<file path="config.mk">
export PLATFORM = sky130hd
export DESIGN_NAME = vramArbiter
export DESIGN_NICKNAME = d
export VERILOG_FILES = /design/src/hw/lspcPkg.sv /design/src/hw/vramArbiter.sv
export SDC_FILE = /design/constraint.sdc
export NUM_CORES = 1
export LEC_CHECK = 0
export BUFFER_PORTS_ARGS = -buffer_cell sky130_fd_sc_hd__buf_2
export CAP_MARGIN = 5
export CORE_ASPECT_RATIO = 1.2
export CORE_MARGIN = 1
export CORE_UTILIZATION = 27
export CTS_BUF_LIST = sky130_fd_sc_hd__clkbuf_8
export CTS_CLUSTER_SIZE = 12
export DETAILED_ROUTE_END_ITERATION = 12
export PLACE_DENSITY_LB_ADDON = 0.12
export SETUP_SLACK_MARGIN = 0.4
export SLEW_MARGIN = 20
export SYNTH_ARGS = -nofsm -noshare
export SYNTH_HDL_FRONTEND = slang
export SYNTH_SLANG_ARGS = --single-unit
</file>
<file path="constraint.sdc">
create_clock -name CLK_24M -period 1.25 [get_ports CLK_24M]
set_input_delay 0.125 -clock CLK_24M [delete_from_list [all_inputs] [get_ports CLK_24M]]
set_output_delay 0.125 -clock CLK_24M [all_outputs]
set_load 0.005 [all_outputs]
</file>
<file path="src/hw/lspcPkg.sv">
// VRAM widths, word and address types, bus operation, CPU register and port state enums
package lspcPkg;

	// ==================================================
	// Widths
	// ==================================================

	// One VRAM word, also the CPU data width
	localparam int wordWidth = 16;
	// 4096 words of VRAM
	localparam int vramAddrWidth = 12;

	// ==================================================
	// Word types
	// ==================================================

	typedef logic [wordWidth-1:0] vramWord_t;
	typedef logic [vramAddrWidth-1:0] vramAddr_t;

	// ==================================================
	// Enums
	// ==================================================

	// CPU request type towards the arbiter
	typedef enum logic
	{
		opRead  = 1'b0,
		opWrite = 1'b1
	} vramOp_t;

	// CPU register index, value 3 is unused
	typedef enum logic [1:0]
	{
		regVramAddr = 2'd0,
		regVramRw   = 2'd1,
		regVramMod  = 2'd2
	} regSel_t;

	// CPU port sequencer
	// Write issues the store, read refills the data register
	typedef enum logic [1:0]
	{
		stIdle  = 2'd0,
		stWrite = 2'd1,
		stRead  = 2'd2
	} portState_t;

endpackage

</file>
<file path="src/hw/vramArbiter.sv">
// VRAM arbiter with fetch priority, one-cycle grant and done pulse to the owner
module vramArbiter (
	input  logic                CLK_24M,
	input  logic                T73A_OUT,
	// Fix fetch side
	input  logic                fetchReq,
	input  lspcPkg::vramAddr_t  fetchAddr,
	output logic                fetchDone,
	output lspcPkg::vramWord_t  fetchRdata,
	// CPU port side
	input  logic                cpuReq,
	input  lspcPkg::vramOp_t    cpuOp,
	input  lspcPkg::vramAddr_t  cpuAddr,
	input  lspcPkg::vramWord_t  cpuWdata,
	output logic                cpuDone,
	output lspcPkg::vramWord_t  cpuRdata,
	// Memory port
	output logic                memEn,
	output logic                memWe,
	output lspcPkg::vramAddr_t  memAddr,
	output lspcPkg::vramWord_t  memWdata,
	input  lspcPkg::vramWord_t  memRdata
);

	// Grant cycle in progress
	logic busy;
	// Owner of the last grant, 1 for fetch
	logic ownerFetch;
	// Cycle after the grant, read data valid
	logic doneValid;
	logic fetchPend;
	logic cpuPend;

	// Requester being completed still holds req this cycle
	// so its request is masked to avoid a second grant
	assign fetchPend = fetchReq & ~(doneValid & ownerFetch);
	assign cpuPend = cpuReq & ~(doneValid & ~ownerFetch);

	// ==================================================
	// Grant sequencing
	// ==================================================
	always_ff @(posedge CLK_24M or negedge T73A_OUT)
	begin
		if (!T73A_OUT)
		begin
			busy <= 1'b0;
			ownerFetch <= 1'b0;
			doneValid <= 1'b0;
		end
		else
		begin
			doneValid <= busy;
			if (busy)
				busy <= 1'b0;
			else if (fetchPend)
			begin
				// Video first
				busy <= 1'b1;
				ownerFetch <= 1'b1;
			end
			else if (cpuPend)
			begin
				busy <= 1'b1;
				ownerFetch <= 1'b0;
			end
		end
	end

	// Requests are held until done, so the port muxes straight from them
	assign memEn = busy;
	assign memWe = busy & ~ownerFetch & (cpuOp == lspcPkg::opWrite);
	assign memAddr = ownerFetch ? fetchAddr : cpuAddr;
	// Only the CPU ever writes
	assign memWdata = cpuWdata;

	// Done pulses one cycle after the grant
	assign fetchDone = doneValid & ownerFetch;
	assign cpuDone = doneValid & ~ownerFetch;
	assign fetchRdata = memRdata;
	assign cpuRdata = memRdata;

endmodule

</file>
[Yosys cells after proc, flatten, opt, wreduce, memory -nomap -nowiden]
Cells that the tools add are included.
Word-level totals
  bits in registers: 3
  latch bits: 0
  bits in writable memories: 0
  ROM bits: 0
  input bits: 61
  output and inout port bits: 64
  word-level logic and storage cells: 21
  memories kept: 0
Operators by class
  add/sub/neg operators: 0
  multipliers: 0
  div/mod/pow operators: 0
  order comparisons: 0
  equal/unequal tests: 0
  shift operators: 0
  multiplexer cells: 6
  bitwise logic cells: 10
  reduce and logical (&&, ||, !) cells: 2
Operators by type and width (count)
  $mux 12: 1
  $and 1x1->1: 6
  $mux 1: 5
  $not 1->1: 4
  $reduce_and 2->1: 1
  $reduce_bool 2->1: 1

[Depth between registers and ports, before layout]
Gate-level depths: netlist of the first run.
  depth after elaboration: 7
  mapped depth: 4
  depth with buffers taken out: 2

[Worst setup path after synthesis of the first run]
Ideal clock, no wire load.
  path kind: register to output
  start point: register ownerFetch
  end point: output memAddr[1]
  arrival time: 0.911 ns
  required time: 1.125 ns
  path slack: 0.214 ns
  cell stages (with the launch flop): 4
  buffers on the path: 2
  cells stage by stage: dfrtp_1 buf_6 buf_12 mux2_4
Between the ends
  word-level cells in the longest chain between the ends: 1
Ends and longest elaborated chain
  start: declaration: RTL line vramArbiter.sv:28  | logic ownerFetch;
  start signal: assignment: RTL line vramArbiter.sv:47  | ownerFetch <= 1'b0;
  start signal: assignment: RTL line vramArbiter.sv:59  | ownerFetch <= 1'b1;
  start signal: assignment: RTL line vramArbiter.sv:64  | ownerFetch <= 1'b0;
  $mux 12: RTL line vramArbiter.sv:72  | assign memAddr = ownerFetch ? fetchAddr : cpuAddr;
  end: declaration: RTL line vramArbiter.sv:20  | output lspcPkg::vramAddr_t memAddr,
No other way between the ends.

[Worst setup path in the final report of the first run]
  start point: register ownerFetch
  end point: output memAddr[9]
Same word-level chain as after synthesis.

==> out/metrics.cfg, run 1 <==
[route]
vias=449
ant_nets=0
drt_iter0_drc=4
post_drt_wl_per_cell_um=14.1
drt-total-wl_mm=1.56
viasPerCell=4.05
route.detailed.drc=0
firstDrtPassIters=2

[synthesis]
yosysSeqAreaShare=0.108
syn_area_per_cell_um2=9.23
syn-num-nets=136
ys_types=14
synthCells=75
synth_warnings=0
synth-seq-cells=3
syn_area_um2=692

[clocking]
cts_buffers=3
insertion_delay_ns=0.21
cts_sinks=3
cts.htree.levels=1
clkTransAtPathRegs_ns=0.03
cts_tree=built
cts_buffer_depth=2
clockRootBuffer=clkbuf_8

[final_layout]
antennaDiodeCount=0
drive_above_1_share=0.863
finalInstanceArea_um2=805
syn_to_final_growth_pct=16.3
stdcell_count=111
final_nets=142
layout_commonest_cell=buf_2
final_cell_mix=buf_2 (30), buf_6 (18), mux2_4 (12), clkbuf_8 (3)

[sta]
fin_tns_setup_ns=-0.515
grt_setup_unrepaired=true
slew_violations=0
setup_viol=12
worst_pin_slew_ns=0.180
period_minus_slack_ns=1.30
finalWorstSetupSlack_ns=-0.0495
slew_headroom=0.879
fin_skew_ns=0.000566
hold_slack_ns=0.211
max_freq_mhz=770
post-route-period-util=1.04
hold_viol_final=0

[critical_path]
endpoint=memAddr[9]
path_class=register to primary output
start_kind=register
endpoint_kind=primary output
crit_fanout=8
r2r_end=ownerFetch
reg2reg_from=ownerFetch
cp.required_ns=1.12
crit_path_start=ownerFetch
r2r_cells=5
r2r_slack_ns=0.16
arrival_ns=1.17

[placed_design]
dpl.hpwl_mm=1.21
place_congestion=0.683
post_dp_cell_area_um2=574
post-place-cells=102
numPortBuffers=44

[floorplanning]
die_height_um=57.5
die_x_um=48.2
coreArea_mm2=0.00235
dieArea_mm2=0.00277
rows=19
ioPinCount=125
initial_core_util=0.294

[power_and_ir_drop]
p_leak_nw=0.438
ir_drop_mv=0.731
p_total_mw=1.62
p_per_area_mw_per_mm2=2010

[global_routing]
grt_max_degree=9
grt_pass1_vias=437
grt_remaining_overflow=0
grt_usage=0.103
antenna_found_initial=0
grt_pass1_wl_mm=1.95

[min_path]
hp-class=primary input to register
min_from=cpuReq

[status]
violations=setup timing
status=complete, but fails checks

[job]
maxCapViolations=0

critical path, stage by stage, from the launching register on:
cell	delay, ns
dfrtp_1	0.39
buf_6	0.16
mux2_4	0.30
buf_6	0.12
worst min path at each step:
stage	end	slack [ns]	cells past startpoint
floorplan	doneValid	-0.17	0
global placement	ownerFetch	-0.08	1
detailed placement	doneValid	-0.08	1
CTS	ownerFetch	0.21	3
global route	memEn	0.23	3
finish	memEn	0.21	3
per-layer routing:
metal  global-route usage  part of all wire  wire length (um)
met3               0.0475              0.15               229
met4               0.0714             0.054                85
met2                0.204              0.55               854
met1               0.0580              0.25               390
met5                    0                 0                 0
cell families after synthesis:
kind of cell,after synthesis,share of synthesized area
buf+inv,50,0.566
mux,13,0.242
compound gates,2,0.0235
simple gates,7,0.0597
flops,3,0.108
metrics by stage:
step,setup slack (ns),utilization
after CTS,-0.0533,0.326
final,-0.0495,0.342
after floorplan,0.214,-
after global placement,0.165,0.244
after detailed placement,0.160,0.244
after global routing,-0.0916,0.342
area by class of cell:
| cell class | count | area [um2] |
|---|---|---|
| fillers | 247 | 1550 |
| repair buffers | 51 | 378 |
| clock buffers | 3 | 41.3 |
| clock inverters | 1 | 3.75 |
| multi-input cells | 22 | 267 |
| flip-flops and latches | 3 | 76.3 |
| well taps | 31 | 38.8 |
sequential cells by signal, summed over array words and instances, names as in the netlist:
register / count
doneValid: 1
memEn: 1
ownerFetch: 1
where the power goes:
group	switching [mW]	total (mW)	internal, mW
sequential	0.0534	0.202	0.148
clock	0.0600	0.269	0.209
combinational	0.369	1.15	0.780
Yosys cell counts:
library cell | number | area [um2]
mux2_2 | 6 | 67.6
nor2_1 | 2 | 7.51
mux2_4 | 6 | 90.1
o2bb2ai_1 | 1 | 8.76
nand2_1 | 1 | 3.75
buf_6 | 1 | 11.3
buf_4 | 48 | 360
and2_4 | 1 | 8.76
dfrtp_1 | 3 | 75.1
mux2i_1 | 1 | 10.0
nand2b_1 | 2 | 12.5
buf_12 | 1 | 20.0
a211oi_1 | 1 | 7.51
and2b_2 | 1 | 8.76
what timing repair did:
item	4_1_cts	5_1_grt
setup buffers	2	2
pin swaps	1	1
resized for setup	24	3
endpoints found under the setup margin	18	18
endpoints found under the hold margin	3	0
hold buffers	1	0
(Power assumes the default switching activity.)
==> run 2: changes to the inputs <==
Settings changed: CORE_MARGIN 1 to 2.
==> out/metrics.cfg, run 2 (same netlist as run 1, synthesis figures left out) <==
[status]
status=complete, but fails checks
violations=setup timing

[sta]
period_minus_slack_ns=1.33
max_freq_mhz=752
fin_skew_ns=0.00115
hold_viol_final=0
post-route-period-util=1.06
worst_pin_slew_ns=0.153
slew_headroom=0.895
setup_viol=13
grt_setup_unrepaired=true
finalWorstSetupSlack_ns=-0.0791
slew_violations=0

[global_routing]
busiest_layer=met2
met2_usage=0.132
grt_remaining_overflow=0
grt_pass1_vias=408
antenna_found_initial=0
grt_max_degree=11
grt_pass1_wl_mm=1.90
grt_usage=0.0870
gr-usage-met3=0.0657
grtUsageMet1=0.0706

[clocking]
cts_buffer_depth=2
cts_tree=built
clockRootBuffer=clkbuf_8
cts_sinks=3
insertion_delay_ns=0.22
clkTransAtPathRegs_ns=0.03
cts.htree.levels=1
cts_buffers=3

[final_layout]
syn_to_final_growth_pct=13.6
drive_above_1_share=0.859
final_cell_mix=buf_2 (29), buf_6 (16), mux2_4 (12), clkbuf_8 (3)
fin_util=0.317
fillCellCount=255
layout_commonest_cell=buf_2
antennaDiodeCount=0
final_nets=140

[route]
firstDrtPassIters=2
route.detailed.drc=0
viasPerCell=4.13
vias=458
drt_iter0_drc=3
post_drt_wl_per_cell_um=12.4
drt-total-wl_mm=1.37
ant_nets=0

[critical_path]
arrival_ns=1.20
reg2reg_from=ownerFetch
path_cells=buf_12 > mux2_4 > buf_6
crit_slowest_cell=dfrtp_1
slowest_delay_ns=0.40
crit_fanout=10
endpoint_kind=primary output
cp.required_ns=1.12
crit_path_start=ownerFetch
path_class=register to primary output
start_kind=register

[power_and_ir_drop]
p_per_area_mw_per_mm2=2010
ir_drop_mv=0.990
p_leak_nw=0.428

[floorplanning]
coreArea_mm2=0.00248
initial_core_util=0.279
rows=20
ioPinCount=125
die_x_um=50.2
dieArea_mm2=0.00299
die_height_um=59.5

[min_path]
min_from=fetchReq
hp-class=primary input to register

[placed_design]
numPortBuffers=44
dp_slack_ns=0.126
dpl.hpwl_um=982
place_congestion=0.600

[job]
maxCapViolations=0

[run 2: cell types whose count changed in the layout (fill, tap and decap cells not counted), sizes merged]
cell and delta:
buf -2
[run 2: final cells by class]
type	count	area (um2)	area share
Clock buffer	3	41.3	0.0525
Clock inverter	1	3.75	0.00478
Multi-Input combinational cell	22	253	0.322
Sequential cell	3	76.3	0.0971
Tap cell	33	41.3	0.0525
Timing Repair Buffer	49	370	0.471
[run 2: worst max-delay path, delay by kind of cell, from the launching register on]
family	cells	cell delay (ns)
mux	1	0.30
flops	1	0.40
buf+inv	2	0.28
[run 2: stage by stage]
step | cells | setup TNS, ns | total power [mW] | hold slack (ns) | area (um2)
6_report | 111 | -0.893 | 1.58 | 0.191 | 786
3_3_place_gp | 104 | 0 | 0.952 | -0.0738 | 589
4_1_cts | 111 | -1.01 | 1.51 | 0.190 | 749
2_1_floorplan | 75 | 0 | 0.824 | -0.171 | 692
5_1_grt | 111 | -1.29 | 1.68 | 0.221 | 786
3_5_place_dp | 104 | 0 | 0.948 | -0.0742 | 589
[run 2: power breakdown]
part	switching [mW]	internal [mW]	leakage (nW)
sequential	0.0580	0.148	0.0349
combinational	0.344	0.749	0.366
clock	0.0672	0.209	0.0269
[run 2: timing repair]
item	CTS	global route
hold buffers	1	0
resized for setup	18	6
gates cloned	0	0
endpoints found under the hold margin	3	0
endpoints found under the setup margin	18	18
setup buffers	2	0
[run 2: routing by layer]
layer	vias up	wire [um]
li1	197	-
met1	206	393
met2	39	698
met3	16	223
met4	0	59
met5	-	0
[run 2: path summary, 6_finish.rpt]
kind	endpoint	slack [ns]	cells past startpoint
max	memAddr[4]	-0.08	3
min	ownerFetch	0.19	3
max reg2reg	ownerFetch	0.23	4
min reg2reg	memEn	0.49	1
max in group asynchronous	memEn	0.90	2
min in group asynchronous	ownerFetch	0.23	2
==> run 3: changes to the inputs <==
Settings changed: RECOVER_POWER set to 25, TNS_END_PERCENT set to 5.
==> out/metrics.cfg, run 3 (same netlist as run 1, synthesis figures left out) <==
[status]
status=complete, but fails checks
violations=setup timing

[critical_path]
crit_fanout=15
reg2reg_from=ownerFetch
arrival_ns=1.19
crit_path_start=ownerFetch
endpoint_kind=primary output
start_kind=register
endpoint=memAddr[2]
path_class=register to primary output
r2r_slack_ns=0.11
r2r_cells=4
cp.required_ns=1.12
r2r_end=memEn

[clocking]
cts_buffers=3
cts_sinks=3
cts.htree.levels=1
clockRootBuffer=clkbuf_8
clkTransAtPathRegs_ns=0.03
cts_buffer_depth=2
cts_tree=built
insertion_delay_ns=0.22

[route]
drt-total-wl_mm=1.38
route.detailed.drc=0
ant_nets=0
vias=441
post_drt_wl_per_cell_um=12.7
viasPerCell=4.05
drt_iter0_drc=4
firstDrtPassIters=2

[job]
maxCapViolations=0

[final_layout]
drive_above_1_share=0.855
fillCellCount=269
fin_util=0.298
multi_input_area_um2=250
register_area_um2=76.3
antennaDiodeCount=0
final_cell_mix=buf_2 (33), mux2_4 (12), buf_6 (11), clkbuf_8 (3)
layout_commonest_cell=buf_2
final_nets=138
syn_to_final_growth_pct=6.87

[sta]
fin_tns_setup_ns=-0.676
grt_setup_unrepaired=true
fin_skew_ns=0.00586
hold_viol_final=0
post-route-period-util=1.05
worst_pin_slew_ns=0.194
slew_violations=0
max_freq_mhz=762
setup_viol=12
slew_headroom=0.870
period_minus_slack_ns=1.31
finalWorstSetupSlack_ns=-0.0628

[global_routing]
grt_usage=0.0800
grt_remaining_overflow=0
grt_max_degree=16
antenna_found_initial=0
grt_pass1_vias=412
grt_pass1_wl_mm=1.76

[placed_design]
numPortBuffers=44
place_congestion=0.532
dpl.hpwl_um=984

[floorplanning]
rows=20
initial_core_util=0.279
die_height_um=59.5
ioPinCount=125
dieArea_mm2=0.00299
coreArea_mm2=0.00248
die_x_um=50.2

[min_path]
hp-class=primary input to register
min_from=cpuReq

[power_and_ir_drop]
ir_drop_mv=0.647
p_leak_nw=0.408
p_per_area_mw_per_mm2=1970
p_total_mw=1.45

run 3: what timing repair did:
item	CTS	global route
buffers inserted	1	0
endpoints found under the setup margin	18	18
pin swaps	1	2
gates resized for setup	5	14
endpoints found under the hold margin	3	0
hold buffers	1	0
run 3: worst min-delay path by stage:
stage | to | slack (ns) | cells past startpoint
after global routing | ownerFetch | 0.23 | 3
after CTS | ownerFetch | 0.21 | 3
after global placement | ownerFetch | -0.08 | 1
after floorplan | doneValid | -0.17 | 0
final | memEn | 0.20 | 3
after detailed placement | ownerFetch | -0.08 | 1
run 3: worst max-delay path, cell delays in order (launching register included):
cell and delay (ns):
dfrtp_1 0.38, buf_12 0.16, mux2_4 0.31, buf_6 0.12
run 3: power breakdown:
| part | leakage (nW) | internal, mW | switching (mW) |
|---|---|---|---|
| registers | 0.0349 | 0.148 | 0.0474 |
| logic | 0.346 | 0.648 | 0.330 |
| clock network | 0.0269 | 0.210 | 0.0708 |
| total | 0.408 | 1.01 | 0.449 |
run 3: routing by layer:
layer	global-route usage	vias to the layer above	routed length, um
met4	0.107	0	32
met1	0.0596	208	398
li1	-	193	-
met3	0.0177	8	162
met2	0.147	32	791
met5	0	-	0
run 3: area by class of cell:
class,instances,share of cell area
clock buffer,3,0.0558
clock inverter,1,0.00508
multi-input combinational,22,0.338
sequential,3,0.103
tap,33,0.0558
timing repair buffer,47,0.442
run 3: through the flow:
| step | area [um2] | hold WS [ns] | cells | setup slack (ns) |
|---|---|---|---|---|
| floorplan | 692 | -0.171 | 75 | 0.214 |
| global placement | 582 | -0.0790 | 103 | 0.147 |
| detailed placement | 582 | -0.0782 | 103 | 0.139 |
| CTS | 676 | 0.208 | 109 | -0.0802 |
| global route | 739 | 0.233 | 109 | -0.0794 |
| finish | 739 | 0.203 | 109 | -0.0628 |
