[src/hw/lspcPkg.sv]
// VRAM widths, word and address types, bus operation, CPU register and port state enums
package lspcPkg;

	// ==================================================
	// Widths
	// ==================================================

	// One VRAM word, also the CPU data width
	localparam int wordWidth = 16;
	// 4096 words of VRAM
	localparam int vramAddrWidth = 12;

	// ==================================================
	// Word types
	// ==================================================

	typedef logic [wordWidth-1:0] vramWord_t;
	typedef logic [vramAddrWidth-1:0] vramAddr_t;

	// ==================================================
	// Enums
	// ==================================================

	// CPU request type towards the arbiter
	typedef enum logic
	{
		opRead  = 1'b0,
		opWrite = 1'b1
	} vramOp_t;

	// CPU register index, value 3 is unused
	typedef enum logic [1:0]
	{
		regVramAddr = 2'd0,
		regVramRw   = 2'd1,
		regVramMod  = 2'd2
	} regSel_t;

	// CPU port sequencer
	// Write issues the store, read refills the data register
	typedef enum logic [1:0]
	{
		stIdle  = 2'd0,
		stWrite = 2'd1,
		stRead  = 2'd2
	} portState_t;

endpackage

[src/hw/cpuVramPort.sv]
// CPU VRAM address, modulo and data registers with auto-increment and prefetch sequencer
module cpuVramPort (
	input  logic                CLK_24M,
	input  logic                T73A_OUT,
	// Host side
	input  lspcPkg::regSel_t    cpuSel,
	input  lspcPkg::vramWord_t  cpuWriteData,
	input  logic                cpuWrite,
	output lspcPkg::vramWord_t  cpuReadData,
	output logic                cpuBusy,
	// Arbiter side
	output logic                cpuReq,
	output lspcPkg::vramOp_t    cpuOp,
	output lspcPkg::vramAddr_t  cpuAddr,
	output lspcPkg::vramWord_t  cpuWdata,
	input  logic                cpuDone,
	input  lspcPkg::vramWord_t  cpuRdata
);

	lspcPkg::portState_t state;
	// Current VRAM address
	lspcPkg::vramAddr_t vramAddr;
	// Added to the address after each data write
	lspcPkg::vramAddr_t vramMod;
	// Word waiting to be stored
	lspcPkg::vramWord_t pendData;
	// Prefetched word at the current address
	lspcPkg::vramWord_t readData;
	logic accept;

	// Strobes during a sequence are dropped
	assign accept = cpuWrite & (state == lspcPkg::stIdle);

	// ==================================================
	// Register writes and access sequencing
	// ==================================================
	always_ff @(posedge CLK_24M or negedge T73A_OUT)
	begin
		if (!T73A_OUT)
		begin
			state <= lspcPkg::stIdle;
			vramAddr <= '0;
			vramMod <= '0;
			pendData <= '0;
			readData <= '0;
		end
		else
		begin
			case (state)
				lspcPkg::stIdle:
				begin
					if (accept)
					begin
						case (cpuSel)
							lspcPkg::regVramAddr:
							begin
								// New address, then refill data register
								vramAddr <= cpuWriteData[lspcPkg::vramAddrWidth-1:0];
								state <= lspcPkg::stRead;
							end
							lspcPkg::regVramRw:
							begin
								pendData <= cpuWriteData;
								state <= lspcPkg::stWrite;
							end
							lspcPkg::regVramMod:
								vramMod <= cpuWriteData[lspcPkg::vramAddrWidth-1:0];
							default:
							begin
								// Index 3, nothing to do
							end
						endcase
					end
				end
				lspcPkg::stWrite:
				begin
					if (cpuDone)
					begin
						// Step by modulo, wraps at 4096 words
						vramAddr <= vramAddr + vramMod;
						state <= lspcPkg::stRead;
					end
				end
				lspcPkg::stRead:
				begin
					if (cpuDone)
					begin
						readData <= cpuRdata;
						state <= lspcPkg::stIdle;
					end
				end
				default:
					state <= lspcPkg::stIdle;
			endcase
		end
	end

	// Request lines follow the sequencer state
	assign cpuReq = (state != lspcPkg::stIdle);
	assign cpuBusy = (state != lspcPkg::stIdle);
	assign cpuOp = (state == lspcPkg::stWrite) ? lspcPkg::opWrite : lspcPkg::opRead;
	assign cpuAddr = vramAddr;
	assign cpuWdata = pendData;

	// Host read mux
	// Address and data indexes both give VRAM data
	always_comb
	begin
		case (cpuSel)
			lspcPkg::regVramAddr,
			lspcPkg::regVramRw:
				cpuReadData = readData;
			lspcPkg::regVramMod:
				cpuReadData = lspcPkg::vramWord_t'(vramMod);
			default:
				cpuReadData = '0;
		endcase
	end

endmodule

[config.mk]
export PLATFORM = sky130hd
export DESIGN_NAME = cpuVramPort
export DESIGN_NICKNAME = d
export VERILOG_FILES = /design/src/hw/lspcPkg.sv /design/src/hw/cpuVramPort.sv
export SDC_FILE = /design/constraint.sdc
export NUM_CORES = 1
export LEC_CHECK = 0
export BUFFER_PORTS_ARGS = -buffer_cell sky130_fd_sc_hd__buf_2
export CAP_MARGIN = 15
export CORE_MARGIN = 2
export CORE_UTILIZATION = 40
export DETAILED_ROUTE_END_ITERATION = 10
export PLACE_DENSITY = 0.68
export SYNTH_ARGS = -nofsm -noshare
export SYNTH_HDL_FRONTEND = slang
export SYNTH_SLANG_ARGS = --single-unit
[constraint.sdc]
create_clock -name CLK_24M -period 1.87 [get_ports CLK_24M]
set_clock_uncertainty 0.15 [all_clocks]
set_input_delay 0.0935 -clock CLK_24M [delete_from_list [all_inputs] [get_ports CLK_24M]]
set_output_delay 0.0935 -clock CLK_24M [all_outputs]
set_load 0.005 [all_outputs]
Yosys cells after proc, flatten, opt, wreduce, memory -nomap -nowiden
Cells that the tools add are included.
Widths: inputs -> output; s select.
{"block": "op_classes", "muxes": 11, "bitwise": 1, "n_eq_ne": 9, "n_addsub": 1, "reduce_logical": 10}
{"op": "$mux 12", "n": 3}
{"op": "$pmux 16 s2", "n": 1}
{"op": "$pmux 12 s2", "n": 1}
{"op": "$add 12x12->12", "n": 1}
{"op": "$reduce_and 4->1", "n": 2}
{"op": "$mux 2", "n": 3}
{"op": "$ne 2x2->1 const B", "n": 3}
{"op": "$pmux 2 s3", "n": 1}
{"op": "$reduce_and 3->1", "n": 2}
{"op": "$eq 2x1->1 const B", "n": 2}
{"op": "$eq 2x2->1 const B", "n": 2}
{"op": "$logic_not 2->1", "n": 2}
{"op": "$pmux 2 s2", "n": 1}
{"op": "$reduce_bool 2->1", "n": 2}
{"op": "$ne 3x1->1 const B", "n": 1}
{"op": "$ne 2x1->1 const B", "n": 1}
{"op": "$reduce_and 2->1", "n": 1}
{"op": "$reduce_or 2->1", "n": 1}
{"op": "$and 1x1->1", "n": 1}
{"op": "$mux 1", "n": 1}
{"block": "word_totals", "regBits": 58, "out_inout_bits": 47}

Logic depth before layout (Yosys ltp)
Gate-level depths: netlist of the first run.
{"block": "depth", "depth_word": 4, "mapped_depth": 9, "ltp_nobuf": 9}

Worst setup path before layout of the first run
No wires, ideal clock.
{"block": "synth_path", "path_type": "flip-flop to flip-flop", "startpoint": "reg vramAddr[0] (netlist: cpuAddr[0])", "endpoint": "reg vramAddr[8] (netlist: cpuAddr[8])", "t_required_ps": 1591, "path_stages_with_launch": 10, "setup_time_ps": 129, "period_less_slack_ps": 2100, "n_path_buf": 0, "arrival_ps": 1822, "slack_ps": -230, "path_cell_list": "dfrtp_1 -> ha_1 -> inv_1 -> fa_1 -> nor2b_1 -> o21a_1 -> o31a_1 -> o41ai_1 -> xor2_1 -> o22ai_1"}
{"block": "synth_via", "elab_chain_cells": 3}
{"item": "start, declared", "line": "cpuVramPort.sv:22", "rtl": "lspcPkg::vramAddr_t vramAddr;"}
{"item": "start signal, assigned", "line": "cpuVramPort.sv:58", "rtl": "vramAddr <= cpuWriteData[lspcPkg::vramAddrWidth-1:0];"}
{"item": "start signal, assigned", "line": "cpuVramPort.sv:80", "rtl": "vramAddr <= vramAddr + vramMod;"}
{"item": "$add 12x12->12", "line": "cpuVramPort.sv:80"}
{"item": "$mux 12", "line": "cpuVramPort.sv:77", "rtl": "if (cpuDone)"}
{"item": "$pmux 12 s2", "line": "cpuVramPort.sv:49", "rtl": "case (state)"}
Every way passes these cells. The select of a mux whose other input is x is not followed.
A chain may end at the register's enable or synchronous reset.

Final worst setup path of the first run
Ends and elaborated chain as after synthesis.

==> reports/metrics.csv, run 1 <==
stage,metric,value,unit
worst_setup_path,arrival,2.22,ns
timing,tns,-1.22,ns
synth,synth_top_family_by_area,multiplexers,
route,drt_iter0_markers,126,
timing,period_share,115,%
timing,holdWs,0.0707,ns
worst_setup_path,critPathMaxFanout,4,
timing,hold_violations,0,
final_layout,drive_above_1_share,45.1,%
timing,tightest_slew,0.383,ns
global_routing,grt_max_degree,59,
synth,ys_seq_elements,58,
worst_setup_path,critPathCaptureType,flip-flop,
cts,cts_made_buffers,9,
timing,fmax,0.463,GHz
global_routing,overflow,0,
die,start_util,41.9,%
pwr,peakVddDrop,0.000680,V
worst_setup_path,worst-endpoint-required,1.93,ns
global_routing,antenna_found_initial,0,
final_layout,antennaDiodeCount,0,
route,viasPerCell,4.95,
final_layout,layout.cells.non_filler,554,
place,gp_congestion,0.894,
timing,setup_ws,-0.289,ns
synth,ys_seq_area_share,47.2,%
timing,fin_crit,2.16,ns
route,routedWlPerCell,14.9,um
run,maxCapViolations,0,
pwr,leakagePower,2.19,nW
final_layout,syn2layout_area_growth,46.4,%
route,wl_met1,3660,um
synth,synth.cell_area,3070,um2
min_path,min_delay_path_depth,5,
synth,yosysWarnings,0,
timing,slew_violations,0,
route,vias,2742,
route,ant_nets,0,
synth,yosys-mux-area-fraction,17.3,%
status,status,"finished, violations left",
worst_setup_path,cp_cell_sequence,ha_2 -> inv_2 -> fa_2 -> nor2b_2 -> o21a_1 -> o31a_1 -> o41ai_2 -> xor2_1 -> o22ai_1,
place,port_buffers,84,
place,place_hpwl,5510,um
synth,synth_cell_types,40,
cts,cts_tree,built,
global_routing,grt_use_total,20.6,%
die,dieArea,8400,um2
synth,synth.net_count,339,
route,wl,8240,um
timing,rsz0062_at_grt,true,
cts,htreeDepth,3,
die,die_width,91.7,um
cts,cts.sinks,58,
die,io_pins,85,
timing,maxSlewHeadroom,74.5,%
pwr,power_density,1410,nW/um2
cts,cts-root-buf,clkbuf_8,
die,num_rows,31,
worst_setup_path,reg2reg_depth,9,
route,routed-wl-met2,3920,um
cts,clkLatencyLatePin,0.34,ns
route,drc,0,
synth,synth-compound-area-share,12.5,%
synth,synthSimpleGateAreaFrac,10.9,%
die,die-height,91.7,um
route,dr_wl_met3,598,um
synth,synthAdderAreaFrac,5.13,%
route,dr.max_layer_used,met4,
worst_setup_path,slowest_stage,dfrtp_1,
worst_setup_path,cpPeakStageDelay,0.39,ns
global_routing,grt_first_pass_wirelength,13700,um
global_routing,grt_pass1_vias,2914,
final_layout,nNetsFinal,504,
die,core-area,7330,um2
timing,finalSetupViolCount,9,
synth,syn_inst,289,
status,violations,setup timing,
synth,synth_xor_area_share,1.71,%
worst_setup_path,critical_path_class,flip-flop to flip-flop,
synth,avgSynthCellArea,10.6,um2
place,place_inst,495,
cts,cts_buffer_depth,2,
route,drt_first_pass_iters,6,
worst_setup_path,startpoint_type,flip-flop,
place,place_ws,-0.290,ns
min_path,hp-class,primary input to flip-flop,
cts,clkTransAtPathRegs,0.06,ns
## worst max-delay path, delay by kind of cell (launching register included)
| kind | cells | cell delay (ns) |
|---|---|---|
| and+or+nand+nor | 1 | 0.05 |
| DFF | 1 | 0.39 |
| AOI/OAI and AO/OA | 4 | 0.81 |
| xor gates and xnor gates | 1 | 0.18 |
| adders and majority gates | 2 | 0.40 |
| buffers and inverters | 1 | 0.05 |
## where the power goes
group          leakage (nW)  switching [mW]  internal [mW]
sequential            0.687           0.306           1.75
combinational          1.42            1.48           1.86
clock                0.0770           0.461          0.485
total                  2.19            2.25           4.09
## layout make-up
type / count / area, um2
flip-flops and latches: 58 / 1450
clock buffers: 11 / 141
fillers: 624 / 2830
clock inverters: 1 / 5.00
well taps: 99 / 124
repair buffers: 166 / 1150
inverters: 20 / 75.1
multi-input cells: 199 / 1550
## path summary, 6_finish.rpt
kind | from | end | slack (ns)
setup / recovery | cpuAddr[0] | cpuAddr[8] | -0.29
hold / removal | cpuSel[1] | state[1] | 0.07
setup reg to reg | cpuAddr[0] | cpuAddr[8] | -0.29
hold reg to reg | cpuWdata[10] | cpuWdata[10] | 0.35
max in group asynchronous | T73A_OUT | cpuWdata[4] | 1.17
min in group asynchronous | T73A_OUT | readData[12] | 0.13
## metrics by stage
step | utilization [%] | power [mW] | area (um2)
detailed placement | 52.4 | 4.92 | 3840
floorplan | - | 3.76 | 3090
CTS | 60.9 | 6.24 | 4460
finish | 61.4 | 6.34 | 4500
global placement | 52.4 | 4.82 | 3840
global route | 61.4 | 6.84 | 4500
## metal layers
layer  track usage [%]  vias up
li1                  -     1333
met2              34.1       93
met5                 0        -
met3              6.66        7
met4              5.56        0
met1              26.0     1309
## cells in the final DEF (no fill, tap or decap), types with 3 or more instances in the layout
cell,n
buf_2,84
dfrtp_1,58
buf_4,43
dlygate4sd3_1,36
mux2_2,34
nand2_1,28
o21ai_0,19
inv_1,18
nor2_1,15
a21oi_1,14
mux2_4,10
clkbuf_8,10
ha_1,9
nor2b_1,7
o22ai_1,5
nand2b_1,4
nand3_1,4
a21oi_2,4
or3_1,3
xor2_1,3
o21ai_1,3
a31oi_1,3
xnor2_1,3
## sequential cells by signal (all words and copies together) (netlist names)
name      count
readData     16
cpuAddr      12
state         2
vramMod      12
cpuWdata     16
## cells in the mapped netlist, drive strengths merged
library cell / number / area share [%]
o31a: 1 / 0.28
nor2: 16 / 2.0
xor2: 3 / 0.85
a41oi: 1 / 0.28
o41ai: 1 / 0.28
o211ai: 2 / 0.49
fa: 1 / 0.65
nor3: 1 / 0.16
buf: 7 / 2.1
clkbuf: 5 / 0.61
ha: 11 / 4.5
nand2b: 4 / 0.81
inv: 19 / 2.3
or2: 1 / 0.28
xnor2: 3 / 0.85
a211o: 1 / 0.28
a21oi: 18 / 2.9
nand2: 28 / 3.4
o21ai: 24 / 3.9
or3: 3 / 0.61
o21bai: 2 / 0.49
o22ai: 5 / 1.0
a31oi: 4 / 0.81
and3: 1 / 0.20
a2bb2oi: 1 / 0.28
dfrtp: 58 / 47
mux2: 44 / 17
a21boi: 1 / 0.24
or3b: 1 / 0.28
clkinv: 1 / 0.12
nand3: 5 / 0.81
nand3b: 1 / 0.24
o21a: 2 / 0.49
nor3b: 2 / 0.49
nor2b: 8 / 1.6
a211oi: 3 / 0.73
## what timing repair did
item,in CTS,in global routing
pin swaps,15,15
resized for setup,12,9
hold endpoints to repair,115,0
endpoints found under the setup margin,8,10
setup buffers,13,2
hold buffers,36,0
## cell families (layout without fill, tap and decap cells)
logic type	Yosys count	in the layout
adder cells (fa/ha/maj)	12	12
AO/OA/AOI/OAI	66	66
XOR/XNOR	6	6
AND/OR/NAND/NOR	71	71
flip-flops	58	58
buffers and inverters	32	198
multiplexers	44	44
(Power assumes the default switching activity.)
==> run 2, diff against run 1 <==
--- a/config.mk
+++ b/config.mk
@@ -7,7 +7,7 @@
 export LEC_CHECK = 0
 export BUFFER_PORTS_ARGS = -buffer_cell sky130_fd_sc_hd__buf_2
 export CAP_MARGIN = 15
-export CORE_MARGIN = 2
+export CORE_MARGIN = 8
 export CORE_UTILIZATION = 40
 export DETAILED_ROUTE_END_ITERATION = 10
 export PLACE_DENSITY = 0.68
==> run 2 against run 1 <==
The flow still finishes with violations (setup timing). Die area up 28%. Global-route usage shrank 4.9 points. First-iteration DRC count is 34% lower. Non-clock buffer count decreased by 10. Sequential share of layout area is 0.28 points lower. Fmax grew 2.2%. Total power grew 4.1%. Setup slack improved by 0.047 ns. Hold slack gained 0.0084 ns. Combinational power is 5% lower. Highest routed layer unchanged.
==> reports/metrics.csv, run 2 (synthesis gave the netlist of run 1 again) <==
stage,metric,value,unit,change
status,status,"finished, violations left",,unchanged
status,violations,setup timing,,unchanged
global_routing,grtUsageMet3,5.02,%,was 6.66%
global_routing,overflow,0,,unchanged
pwr,seq_power_share,31.3,%,was 32.4%
final_layout,fill_cells,634,,was 624
pwr,total_power,6.60,mW,was 6.34 mW
place,port_buffers,84,,unchanged
place,postPlaceCellArea,3810,um2,was 3840 um2
final_layout,final_cell_mix,"84 x buf_2, 58 x dfrtp_1, 36 x dlygate4sd3_1, 34 x mux2_2, 32 x buf_4",,"was 84 x buf_2, 58 x dfrtp_1, 43 x buf_4, 36 x dlygate4sd3_1, 34 x mux2_2"
final_layout,drive_above_1_share,44.8,%,was 45.1%
cts,cts_tree,built,,unchanged
route,viasPerCell,4.89,,was 4.95
min_path,hp-start,cpuSel[1],,unchanged
worst_setup_path,startpoint_type,flip-flop,,unchanged
timing,fmax,0.474,GHz,was 0.463 GHz
global_routing,grt_pass1_vias,2862,,was 2914
pwr,internal_power,4.35,mW,was 4.09 mW
cts,cts_buffer_depth,2,,unchanged
min_path,hp-class,primary input to flip-flop,,unchanged
place,place_hpwl,5740,um,was 5510 um
pwr,power_frac_comb,48.0,%,was 52.7%
timing,period_share,113,%,was 115%
global_routing,antenna_found_initial,0,,unchanged
min_path,min_delay_path_depth,5,,unchanged
timing,maxSlewHeadroom,78.7,%,was 74.5%
place,gp_congestion,0.901,,was 0.894
cts,clkLatencyLatePin,0.34,ns,about the same
pwr,leakagePower,2.19,nW,about the same
final_layout,multi_input_area,1570,um2,was 1550 um2
timing,rsz0062_at_grt,true,,unchanged
worst_setup_path,startpoint,cpuAddr[0],,unchanged
timing,finalSetupViolCount,8,,was 9
route,drc,0,,unchanged
global_routing,grt_max_degree,59,,unchanged
route,drt_first_pass_iters,4,,was 6
timing,fin_crit,2.11,ns,was 2.16 ns
timing,setup_ws,-0.241,ns,was -0.289 ns
worst_setup_path,arrival,2.19,ns,was 2.22 ns
final_layout,nNetsFinal,494,,was 504
final_layout,antennaDiodeCount,0,,unchanged
min_path,hold_path_end,state[1],,unchanged
pwr,swShare,34.1,%,was 35.5%
timing,hold_violations,0,,unchanged
cts,cts-root-buf,clkbuf_8,,unchanged
global_routing,grt-busiest-layer,met2,,unchanged
final_layout,syn2layout_area_growth,47.7,%,was 46.4%
global_routing,grt_use_total,15.7,%,was 20.6%
global_routing,met2_usage,25.2,%,was 34.1%
die,num_rows,32,,was 31
worst_setup_path,timing.rr.start,cpuAddr[0],,unchanged
place,place_inst,493,,was 495
worst_setup_path,critical_path_class,flip-flop to flip-flop,,unchanged
pwr,power_density,1450,nW/um2,was 1410 nW/um2
worst_setup_path,critPathCaptureType,flip-flop,,unchanged
worst_setup_path,critPathMaxFanout,3,,was 4
global_routing,met1_usage,19.2,%,was 26.0%
route,ant_nets,0,,unchanged
cts,cts.sinks,58,,unchanged
route,drt_iter0_markers,83,,was 126
pwr,clkPwrFrac,20.7,%,was 14.9%
route,vias,2692,,was 2742
pwr,peakVddDrop,0.000729,V,was 0.000680 V
worst_setup_path,worst-endpoint-required,1.95,ns,was 1.93 ns
route,wl,8280,um,was 8240 um
final_layout,final_common_cell,buf_2,,unchanged
die,start_util,40.6,%,was 41.9%
worst_setup_path,r2r_setup_slack,-0.24,ns,was -0.29 ns
die,die_width,104,um,was 91.7 um
run,maxCapViolations,0,,unchanged
final_layout,layout.cells.non_filler,551,,was 554
final_layout,final_area,4540,um2,was 4500 um2
cts,cts_made_buffers,9,,unchanged
die,core-area,7570,um2,was 7330 um2
die,dieArea,10700,um2,was 8400 um2
worst_setup_path,reg2reg_depth,9,,unchanged
final_layout,register_area,1450,um2,unchanged
timing,tns,-1.15,ns,was -1.22 ns
die,die-height,104,um,was 91.7 um
route,routedWlPerCell,15.0,um,was 14.9 um
worst_setup_path,r2r_end,cpuAddr[8],,unchanged
die,io_pins,85,,unchanged
final_layout,final_util,60.0,%,was 61.4%
timing,tightest_slew,0.319,ns,was 0.383 ns
global_routing,grt_first_pass_wirelength,13800,um,was 13700 um
cts,htreeDepth,3,,unchanged
cts,clkTransAtPathRegs,0.07,ns,was 0.06 ns
timing,slew_violations,0,,unchanged
pwr,p_sw,2.25,mW,about the same
-- run 2: cell types whose count changed in the layout (fill, tap and decap cells not counted), moves of 2 or more --
cell       previous run  this run
or3_1                 3         1
or3_4                 0         2
buf_4                43        32
clkbuf_8             10        12
bufinv_16             0         2
-- run 2: final cells by class --
type / count / share of cell area, %
well taps: 102 / 2.81
multi-input cells: 199 / 34.5
repair buffers: 156 / 23.9
flip-flops and latches: 58 / 32.0
inverters: 20 / 1.65
clock buffers: 12 / 3.64
clock inverters: 4 / 1.60
-- run 2: repair_timing --
action,4_1_cts,5_1_grt
hold buffers,36,0
gates resized for setup,16,6
setup endpoints to repair,7,16
pin swaps,12,8
hold endpoints to repair,115,0
setup buffers,3,3
-- run 2: stage by stage --
stage / worst slack [ns] / hold WS (ns)
global route: -0.350 / 0.120
CTS: -0.246 / 0.0649
finish: -0.241 / 0.0791
floorplan: -0.156 / -0.352
global placement: -0.197 / -0.0275
detailed placement: -0.248 / -0.0282
-- run 2: how the worst max path moves through the flow --
| stage | end | slack [ns] | cells after the start |
|---|---|---|---|
| floorplan | cpuAddr[8] | -0.16 | 7 |
| global placement | cpuAddr[8] | -0.20 | 9 |
| detailed placement | cpuAddr[8] | -0.25 | 9 |
| CTS | cpuAddr[8] | -0.25 | 9 |
| global route | cpuAddr[8] | -0.35 | 9 |
| finish | cpuAddr[8] | -0.24 | 9 |
-- run 2: critical path: stages (launching register included) --
cell,delay [ns]
dfrtp_1,0.38
ha_2,0.19
inv_2,0.05
fa_2,0.20
nor2b_2,0.05
o21a_1,0.20
o31a_1,0.27
o41ai_2,0.24
xor2_1,0.17
o22ai_1,0.08
-- run 2: power by group through the flow --
stage          Sequential (mW)  Combinational [mW]  Clock [mW]
6_report                  2.07                3.17        1.37
5_1_grt                   2.13                3.51        1.44
4_1_cts                   2.07                3.03        1.40
3_5_place_dp              2.07                2.72           0
3_3_place_gp              2.04                2.67           0
2_1_floorplan             2.04                1.71           0
-- run 2: per-layer routing --
layer	wire (um)	part of all wire, %
met2	3970	48
met3	561	6.8
met5	0	0
met1	3670	44
met4	72	0.87
